## config.mk

```make
export PLATFORM = sky130hd
export DESIGN_NAME = cpu_bus_sheet
export DESIGN_NICKNAME = d
export VERILOG_FILES = /design/src/logic/pc_bus_pkg.sv /design/src/logic/clock_gen.sv /design/src/logic/bus_controller.sv /design/src/logic/interrupt_controller.sv /design/src/logic/cpu_bus_sheet.sv
export SDC_FILE = /design/constraint.sdc
export NUM_CORES = 1
export LEC_CHECK = 0
export BUFFER_PORTS_ARGS = -buffer_cell sky130_fd_sc_hd__buf_2
export CAP_MARGIN = 20
export CORE_UTILIZATION = 35
export CTS_CLUSTER_DIAMETER = 120
export DETAILED_ROUTE_END_ITERATION = 8
export PLACE_DENSITY = 0.58
export SLEW_MARGIN = 25
export SYNTH_ARGS = -nofsm -noshare
export SYNTH_HDL_FRONTEND = slang
export SYNTH_SLANG_ARGS = --single-unit
```

## constraint.sdc

```tcl
create_clock -name clk_100 -period 3.31 [get_ports clk_100]
set_input_delay 0.662 -clock clk_100 [delete_from_list [all_inputs] [get_ports clk_100]]
set_output_delay 0.662 -clock clk_100 [all_outputs]
set_load 0.02 [all_outputs]
```

## src/logic/pc_bus_pkg.sv

```systemverilog
// ~~~~~~~~~~~~~~~~~~~~~~~~~~~~~~
// shared pc bus definitions
// status encoding of the s2..s0 lines
// command strobe struct and address type
// clock divider and vector constants
// ~~~~~~~~~~~~~~~~~~~~~~~~~~~~~~
`default_nettype none

package pc_bus_pkg;

   // clock constants
   localparam int cpu_clk_div      = 21;                     // 100 MHz / 21 is about 4.76 MHz
   localparam int pclk_ratio       = 2;                      // peripheral clock is half rate
   localparam int cpu_div_w        = $clog2(cpu_clk_div);    // divider counter width
   localparam int pclk_w           = $clog2(pclk_ratio);     // peripheral phase width

   // interrupt vector layout
   localparam int vector_base_bits = 5;                      // upper vector bits from software

   // processor status lines s2_n s1_n s0_n
   typedef enum logic [2:0] {
      int_ack    = 3'd0,   // interrupt acknowledge
      io_read    = 3'd1,
      io_write   = 3'd2,
      halt       = 3'd3,   // no command issued
      code_fetch = 3'd4,   // memory read for opcode
      mem_read   = 3'd5,
      mem_write  = 3'd6,
      passive    = 3'd7    // no bus cycle
   } bus_status_e;

   // active low command strobes of the bus controller
   typedef struct packed {
      logic ior_n;   // io read
      logic iow_n;   // io write
      logic memr_n;  // memory read
      logic memw_n;  // memory write
      logic inta_n;  // interrupt acknowledge
   } bus_cmd_t;

   // latched system address
   typedef logic [19:0] addr_t;

   // all strobes released
   localparam bus_cmd_t cmd_idle = '{default: 1'b1};

endpackage

`default_nettype wire

```

## src/logic/clock_gen.sv

```systemverilog
// ~~~~~~~~~~~~~~~~~~~~~~~~~~~~~~
// clock and ready generator
// processor and peripheral clock enables
// wait input sync into ready
// power good to processor reset
// ~~~~~~~~~~~~~~~~~~~~~~~~~~~~~~
`timescale 1ns/100ps
`default_nettype none

module clock_gen (
   input  logic clk_100,      // 100 MHz board clock
   input  logic rst_n,
   input  logic pwr_good,     // async from supply
   input  logic rdy_wait_n,   // async wait request
   input  logic dma_wait_n,   // async wait from dma logic
   output logic cpu_clk_en,   // one pulse per processor clock
   output logic pclk_en,      // one pulse per peripheral clock
   output logic ready,
   output logic cpu_reset
);
   import pc_bus_pkg::*;

   logic [cpu_div_w-1:0] div_cnt;    // clk_100 cycles within a processor clock
   logic [pclk_w-1:0]    pclk_cnt;   // processor clocks within a peripheral clock
   logic                 tick_next;  // enable fires next cycle
   logic [1:0]           rdy_sync;
   logic [1:0]           dma_sync;
   logic [1:0]           pg_sync;

   assign tick_next = (div_cnt == cpu_div_w'(cpu_clk_div - 2)); // one early for registered enable

   // divider and enables
   always_ff @(posedge clk_100 or negedge rst_n) begin
      if (!rst_n) begin
         div_cnt    <= '0;
         pclk_cnt   <= '0;
         cpu_clk_en <= 1'b0;
         pclk_en    <= 1'b0;
      end else begin
         if (div_cnt == cpu_div_w'(cpu_clk_div - 1)) begin
            div_cnt <= '0;                                 // wrap every cpu_clk_div cycles
         end else begin
            div_cnt <= div_cnt + 1'b1;
         end
         cpu_clk_en <= tick_next;
         pclk_en    <= tick_next && (pclk_cnt == pclk_w'(pclk_ratio - 1)); // every second tick
         if (tick_next) begin
            if (pclk_cnt == pclk_w'(pclk_ratio - 1)) begin
               pclk_cnt <= '0;
            end else begin
               pclk_cnt <= pclk_cnt + 1'b1;
            end
         end
      end
   end

   // two flop synchronizers
   always_ff @(posedge clk_100 or negedge rst_n) begin
      if (!rst_n) begin
         rdy_sync <= '0;                                   // held in wait until seen
         dma_sync <= '0;
         pg_sync  <= '0;
      end else begin
         rdy_sync <= {rdy_sync[0], rdy_wait_n};
         dma_sync <= {dma_sync[0], dma_wait_n};
         pg_sync  <= {pg_sync[0], pwr_good};
      end
   end

   // outputs move only on processor clock
   always_ff @(posedge clk_100 or negedge rst_n) begin
      if (!rst_n) begin
         ready     <= 1'b0;
         cpu_reset <= 1'b1;                                // processor held in reset
      end else if (cpu_clk_en) begin
         ready     <= rdy_sync[1] & dma_sync[1];          // both wait sources released
         cpu_reset <= ~pg_sync[1];                         // follows power good
      end
   end

endmodule

`default_nettype wire

```

## src/logic/bus_controller.sv

```systemverilog
// ~~~~~~~~~~~~~~~~~~~~~~~~~~~~~~
// bus controller
// status decode, ale, command strobes
// address latch and write data register
// data direction and return data mux
// ~~~~~~~~~~~~~~~~~~~~~~~~~~~~~~
`timescale 1ns/100ps
`default_nettype none

module bus_controller (
   input  logic                    clk_100,
   input  logic                    rst_n,
   input  logic                    cpu_clk_en,   // processor clock enable
   input  logic                    aen_n,        // high while dma owns the bus
   input  pc_bus_pkg::bus_status_e s_n,
   input  logic [7:0]              ad_out,       // multiplexed address/data from cpu
   input  logic [19:8]             a_hi,
   input  logic [7:0]              sys_d_in,
   input  logic [7:0]              intc_data,
   input  logic                    intc_drive,
   output pc_bus_pkg::bus_cmd_t    cmd,
   output logic                    ale,
   output logic                    addr_oe,
   output logic                    sys_d_oe,
   output pc_bus_pkg::addr_t       addr,
   output logic [7:0]              sys_d_out,
   output logic [7:0]              cpu_d
);
   import pc_bus_pkg::*;

   typedef enum logic [1:0] {
      st_idle,   // waiting for a status after passive
      st_addr,   // address phase t1
      st_cmd     // strobe active until passive
   } bc_state_e;

   bc_state_e   state;
   bus_status_e stat_q;        // status latched at cycle start
   logic        prev_passive;  // last sample read passive
   logic        cycle_start;
   logic        strobe_on;
   logic        den;           // data enable
   logic        dtr;           // high for write direction
   addr_t       addr_q;
   logic [7:0]  wdata_q;

   // one strobe per status
   function automatic bus_cmd_t cmd_decode(input bus_status_e st);
      bus_cmd_t c;
      c = cmd_idle;
      case (st)
         int_ack:    c.inta_n = 1'b0;
         io_read:    c.ior_n  = 1'b0;
         io_write:   c.iow_n  = 1'b0;
         code_fetch: c.memr_n = 1'b0;   // fetch is a memory read
         mem_read:   c.memr_n = 1'b0;
         mem_write:  c.memw_n = 1'b0;
         default:    c = cmd_idle;      // halt and passive give no command
      endcase
      return c;
   endfunction

   assign cycle_start = cpu_clk_en && (state == st_idle) && prev_passive && !aen_n &&
                        (s_n != passive) && (s_n != halt);
   assign strobe_on   = cpu_clk_en && (state == st_addr) && !aen_n;

   always_ff @(posedge clk_100 or negedge rst_n) begin
      if (!rst_n) begin
         state        <= st_idle;
         stat_q       <= passive;
         prev_passive <= 1'b1;
         ale          <= 1'b0;
         cmd          <= cmd_idle;
         den          <= 1'b0;
         dtr          <= 1'b0;
      end else begin
         ale <= cycle_start;                                 // single cycle pulse
         if (cpu_clk_en) begin
            prev_passive <= (s_n == passive);
         end
         case (state)
            st_idle: begin
               if (cycle_start) begin
                  stat_q <= s_n;
                  dtr    <= (s_n == io_write) || (s_n == mem_write);
                  state  <= st_addr;
               end
            end
            st_addr: begin
               if (strobe_on) begin
                  cmd   <= cmd_decode(stat_q);                // one processor clock after ale
                  den   <= 1'b1;
                  state <= st_cmd;
               end else if (cpu_clk_en) begin
                  state <= st_idle;                           // bus taken away, drop cycle
               end
            end
            st_cmd: begin
               if (cpu_clk_en && (s_n == passive)) begin
                  cmd   <= cmd_idle;                          // release after passive sample
                  den   <= 1'b0;
                  state <= st_idle;
               end
            end
            default: state <= st_idle;
         endcase
      end
   end

   // address latch and write data
   always_ff @(posedge clk_100) begin
      if (cycle_start) begin
         addr_q <= {a_hi, ad_out};                           // held until next start
      end
      if (strobe_on) begin
         wdata_q <= ad_out;                                  // data phase of the cpu bus
      end
   end

   assign addr      = addr_q;
   assign addr_oe   = ~aen_n;
   assign sys_d_out = wdata_q;
   assign sys_d_oe  = den & dtr;                             // drive system bus on writes only
   assign cpu_d     = intc_drive ? intc_data : sys_d_in;     // local pic wins over system bus

endmodule

`default_nettype wire

```

## src/logic/interrupt_controller.sv

```systemverilog
// ~~~~~~~~~~~~~~~~~~~~~~~~~~~~~~
// reduced interrupt controller
// mask and vector base registers
// edge requests and fixed priority
// ~~~~~~~~~~~~~~~~~~~~~~~~~~~~~~
`timescale 1ns/100ps
`default_nettype none

module interrupt_controller (
   input  logic                 clk_100,
   input  logic                 rst_n,
   input  logic                 intr_cs_n,   // io decode for the pic
   input  logic                 xa0,         // register select
   input  pc_bus_pkg::bus_cmd_t cmd,
   input  logic [7:0]           ad_out,      // write data from cpu
   input  logic [7:0]           irq,
   output logic                 intr,
   output logic                 intc_drive,  // pic owns cpu data
   output logic [7:0]           intc_data
);
   import pc_bus_pkg::*;

   logic [7:0]                  mask_q;      // 1 masks the line
   logic [vector_base_bits-1:0] vbase_q;
   logic [7:0]                  req_q;       // request register
   logic [7:0]                  irq_q;       // previous irq for edge detect
   logic [7:0]                  pending;
   logic [7:0]                  clr_mask;
   logic [2:0]                  prio_num;
   logic [2:0]                  ack_num_q;   // number frozen for this ack
   logic [2:0]                  ack_num;
   logic                        ack_lock;
   logic                        iow_n_q;
   logic                        inta_n_q;
   logic                        wr_rise;
   logic                        ack_rise;
   logic                        ack_active;
   logic                        rd_sel;

   // lowest numbered line wins
   function automatic logic [2:0] lowest_set(input logic [7:0] v);
      logic [2:0] n;
      n = 3'd7;                               // nothing pending reads as ir7
      for (int i = 7; i >= 0; i--) begin
         if (v[i]) begin
            n = 3'(i);
         end
      end
      return n;
   endfunction

   assign pending    = req_q & ~mask_q;
   assign intr       = |pending;
   assign prio_num   = lowest_set(pending);
   assign ack_active = ~cmd.inta_n;
   assign ack_num    = ack_lock ? ack_num_q : prio_num;      // first ack cycle uses live value
   assign wr_rise    = cmd.iow_n & ~iow_n_q;                 // end of io write
   assign ack_rise   = cmd.inta_n & ~inta_n_q;               // end of acknowledge
   assign clr_mask   = {7'b0, ack_rise} << ack_num;
   assign rd_sel     = ~cmd.ior_n & ~intr_cs_n;

   always_ff @(posedge clk_100 or negedge rst_n) begin
      if (!rst_n) begin
         mask_q    <= 8'hff;                                 // all lines masked
         vbase_q   <= '0;
         req_q     <= '0;
         irq_q     <= '0;
         iow_n_q   <= 1'b1;
         inta_n_q  <= 1'b1;
         ack_lock  <= 1'b0;
         ack_num_q <= '0;
      end else begin
         iow_n_q  <= cmd.iow_n;
         inta_n_q <= cmd.inta_n;
         irq_q    <= irq;
         req_q    <= (req_q & ~clr_mask) | (irq & ~irq_q);   // set on rising irq
         if (wr_rise && !intr_cs_n) begin
            if (xa0) begin
               mask_q <= ad_out;
            end else begin
               vbase_q <= ad_out[7 -: vector_base_bits];
            end
         end
         if (ack_active && !ack_lock) begin
            ack_lock  <= 1'b1;
            ack_num_q <= prio_num;                           // hold vector stable during ack
         end else if (!ack_active) begin
            ack_lock  <= 1'b0;
         end
      end
   end

   // read and acknowledge data
   always_comb begin
      if (ack_active) begin
         intc_data = {vbase_q, ack_num};
      end else if (xa0) begin
         intc_data = mask_q;
      end else begin
         intc_data = req_q;
      end
   end

   assign intc_drive = ack_active | rd_sel;

endmodule

`default_nettype wire

```

## src/logic/cpu_bus_sheet.sv

```systemverilog
// ~~~~~~~~~~~~~~~~~~~~~~~~~~~~~~
// processor sheet top level
// clock gen, bus controller, pic
// ~~~~~~~~~~~~~~~~~~~~~~~~~~~~~~
`timescale 1ns/100ps
`default_nettype none

module cpu_bus_sheet (
   input  logic                    clk_100,     // board clock
   input  logic                    rst_n,
   input  pc_bus_pkg::bus_status_e s_n,         // from the cpu
   input  logic [7:0]              ad_out,
   input  logic [19:8]             a_hi,
   output logic [7:0]              cpu_d,       // back to the cpu
   input  logic [7:0]              sys_d_in,
   input  logic                    aen_n,
   input  logic                    intr_cs_n,
   input  logic                    xa0,
   input  logic [7:0]              irq,
   input  logic                    pwr_good,
   input  logic                    rdy_wait_n,
   input  logic                    dma_wait_n,
   output pc_bus_pkg::addr_t       addr,
   output logic                    addr_oe,
   output logic [7:0]              sys_d_out,
   output logic                    sys_d_oe,
   output pc_bus_pkg::bus_cmd_t    cmd,
   output logic                    ale,
   output logic                    intr,
   output logic                    ready,
   output logic                    cpu_reset,
   output logic                    cpu_clk_en,
   output logic                    pclk_en
);

   logic [7:0] intc_data;   // pic read and vector data
   logic       intc_drive;

   clock_gen clock_gen_i (
      .clk_100    (clk_100),
      .rst_n      (rst_n),
      .pwr_good   (pwr_good),
      .rdy_wait_n (rdy_wait_n),
      .dma_wait_n (dma_wait_n),
      .cpu_clk_en (cpu_clk_en),
      .pclk_en    (pclk_en),
      .ready      (ready),
      .cpu_reset  (cpu_reset)
   );

   bus_controller bus_controller_i (
      .clk_100    (clk_100),
      .rst_n      (rst_n),
      .cpu_clk_en (cpu_clk_en),
      .aen_n      (aen_n),
      .s_n        (s_n),
      .ad_out     (ad_out),
      .a_hi       (a_hi),
      .sys_d_in   (sys_d_in),
      .intc_data  (intc_data),
      .intc_drive (intc_drive),
      .cmd        (cmd),
      .ale        (ale),
      .addr_oe    (addr_oe),
      .sys_d_oe   (sys_d_oe),
      .addr       (addr),
      .sys_d_out  (sys_d_out),
      .cpu_d      (cpu_d)
   );

   interrupt_controller interrupt_controller_i (
      .clk_100    (clk_100),
      .rst_n      (rst_n),
      .intr_cs_n  (intr_cs_n),
      .xa0        (xa0),
      .cmd        (cmd),        // strobes from the bus controller
      .ad_out     (ad_out),
      .irq        (irq),
      .intr       (intr),
      .intc_drive (intc_drive),
      .intc_data  (intc_data)
   );

endmodule

`default_nettype wire

```

==> flow_summary.json <==
{
  "status": "completed",
  "synthToLayoutAreaGrowth_pct": 22.5,
  "crit_path_max_fanout": 5,
  "synth_cells": 287,
  "finalNetCount": 444,
  "rsz0062_at_grt": "no",
  "period_share": 0.816,
  "fmax_ghz": 0.370,
  "drv_slew": 0,
  "yosys-top-cells-area": "dfrtp_1 (30%), edfxtp_1 (22%), dfstp_2 (14%)",
  "synth_nets": 340,
  "dp_slack_ps": 904,
  "relSlewSlack": 0.436,
  "cts_hold_buf": 0,
  "synth_area_leader_cell": "dfrtp_1",
  "rr_worst_depth": 6,
  "hold_depth": 0,
  "p_sw_frac": 0.324,
  "p_per_area_nw_per_um2": 676,
  "grt_usage": 0.150,
  "drive_gt1_frac": 0.419,
  "worst_slack_ps": 608,
  "num_rows": 37,
  "worst_pin_slew_ps": 846,
  "start_util": 0.364,
  "p_int_uw": 2120,
  "power_frac_seq": 0.497,
  "clockPowerShare": 0.240,
  "cts_tree": "done",
  "stdcell_count": 532,
  "yosysSeqAreaShare": 0.657,
  "clock_skew_ps": 9.55,
  "synth_warnings": 0,
  "synth_top_area_share": 0.297,
  "maxCapViolations": 0,
  "clk_pin_slew_worst_paths_ps": 100,
  "min_period_ps": 2700,
  "ir_worst_vdd_mv": 0.304,
  "cts.path.max_buffers": 2,
  "antennaDiodeCount": 0,
  "post-cts-setup-buffers": 0,
  "synth_ff_type": "dfrtp_1",
  "grt_max_degree": 66,
  "synthArstFlopShare": 0.699,
  "setup_viol": 0,
  "final_antenna_net_count": 0,
  "io_pins": 96,
  "vias_per_cell": 4.74,
  "ctsResizeCount": 0,
  "arrival_ps": 2040,
  "worstSkewPairLatency_ps": 350,
  "yosysUniqueCellTypes": 46,
  "start_kind": "register",
  "gr-total-overflow": 0,
  "wire_per_inst_microns": 14.9,
  "dieWidth_microns": 106,
  "ys_top_cells_by_count": "dfrtp_1 (45), edfxtp_1 (28), inv_1 (23)",
  "io_buffer_count": 95,
  "hold_viol_final": 0,
  "ys_ff_latch": 93,
  "antenna_found_initial": 0,
  "hpwl_mm": 5.72,
  "synth_edf_count": 28,
  "root_buffer": "clkbuf_8",
  "min_path_type": "register to register",
  "die_area_sq_um": 11300,
  "crit_type": "register to output port",
  "power_switching_uw": 1020,
  "p_total_uw": 3140,
  "first_iter_violations": 64,
  "fin_setup_tns_ps": 0,
  "avgSynthCellArea_sq_um": 13.2,
  "synth_area_sq_um": 3790,
  "cts_max_level": 3,
  "routabilityCongestion": 0.805,
  "grt_pass1_wl_mm": 12.9,
  "grt_pass1_vias": 2535,
  "drc": 0,
  "power.leakage_uw": 0.00207,
  "power_frac_comb": 0.263,
  "die_h_microns": 106,
  "dr.pass1.iters": 4,
  "place_inst": 516,
  "routed_wl_mm": 7.94,
  "cts_buffers": 9,
  "crit_path_end_kind": "output port",
  "vias": 2522,
  "numClockSinks": 93,
  "core_area_sq_um": 10400,
  "yosysMostFrequentCell": "dfrtp_1",
  "crit_required_ps": 2650
}
==> flip-flops by register name (all words and copies together) (netlist names), 5 cells and up <==
name                            count
bus_controller_i.addr              20
bus_controller_i.cmd                5
interrupt_controller_i.irq_q        8
clock_gen_i.div_cnt                 5
bus_controller_i.sys_d_out          8
interrupt_controller_i.vbase_q      5
interrupt_controller_i.mask_q       8
interrupt_controller_i.req_q        8
==> final cells by class <==
cell class                      instances  area, sq um
Fill cell                             992         5770
Sequential cell                        93         2490
Multi-Input combinational cell        164         1190
Timing Repair Buffer                  100          513
Tap cell                              136          170
Clock buffer                            9          124
Inverter                               23         86.3
Clock inverter                          7         73.8
==> layout by cell type, fill, tap and decap left out, types with 2 or more instances in the layout <==
cell        netlist  layout
mux2_1            2       2
buf_2             1      95
edfxtp_1         28      28
a21oi_1          16      16
dfrtp_1          45      45
o211ai_1          7       7
clkbuf_8          0       9
inv_1            23      23
mux2i_1           7       7
o31ai_1           2       2
nor2_1           15      15
and2_1            2       2
dfstp_2          20      20
nor3b_1           2       2
and2b_1           3       3
nand2_1          10      10
nand3_1           2       2
clkinv_4          0       2
mux2_2           21      21
buf_4             0       5
a31oi_1           3       3
o21ai_0          21      21
a22o_1            2       2
or2_2             2       2
o22ai_1           2       2
clkinvlp_2        0       2
nor2b_1           9       9
ha_1              6       6
nand2b_1          7       7
nor3_1            4       4
==> logic make-up after synthesis <==
| logic type | count (synthesis) | share of synthesized area |
|---|---|---|
| adder cells (fa/ha/maj) | 6 | 0.0198 |
| AO/OA/AOI/OAI | 63 | 0.109 |
| AND/OR/NAND/NOR | 64 | 0.0953 |
| XOR/XNOR | 1 | 0.00231 |
| multiplexers | 30 | 0.0867 |
| flip-flops | 93 | 0.657 |
| buffers and inverters | 30 | 0.0300 |
==> worst paths after layout <==
kind                                                   from                         endpoint  slack [ps]
min reg2reg                          clock_gen_i.pg_sync[0]           clock_gen_i.pg_sync[1]         350
min                                  clock_gen_i.pg_sync[0]           clock_gen_i.pg_sync[1]         350
max in group asynchronous                             rst_n  interrupt_controller_i.req_q[6]        2260
max                        interrupt_controller_i.mask_q[4]                         cpu_d[0]         610
max reg2reg                          clock_gen_i.cpu_clk_en        bus_controller_i.state[0]        1310
min in group asynchronous                             rst_n             bus_controller_i.ale         470
==> worst max-delay path, stage by stage, from the launching register on <==
cell,delay (ps)
dfstp_2,560
and2b_1,220
a311oi_2,300
o41ai_2,120
buf_4,170
o21ai_0,140
buf_2,180
==> metal layers <==
layer / GRT usage / up-vias / part of all wire
li1: - / 1224 / -
met5: 0 / - / 0
met1: 0.195 / 1226 / 0.45
met3: 0.0349 / 9 / 0.052
met4: 0.0655 / 0 / 0.017
met2: 0.240 / 63 / 0.48
==> power by group through the flow <==
stage          registers, uW  logic (uW)  clock network, uW
2_1_floorplan           1530         589                  0
3_3_place_gp            1590         808                  0
3_5_place_dp            1590         825                  0
4_1_cts                 1570         830                785
5_1_grt                 1590         912                828
6_report                1560         826                754
==> metrics by stage <==
step                hold WS, ps   util  instance area [sq um]
finish                      354  0.446                   4650
global route                369  0.446                   4650
CTS                         357  0.446                   4650
detailed placement          335  0.427                   4450
global placement            333  0.427                   4450
floorplan                   331      -                   3790
No activity file was read; power rests on OpenSTA's default activity.
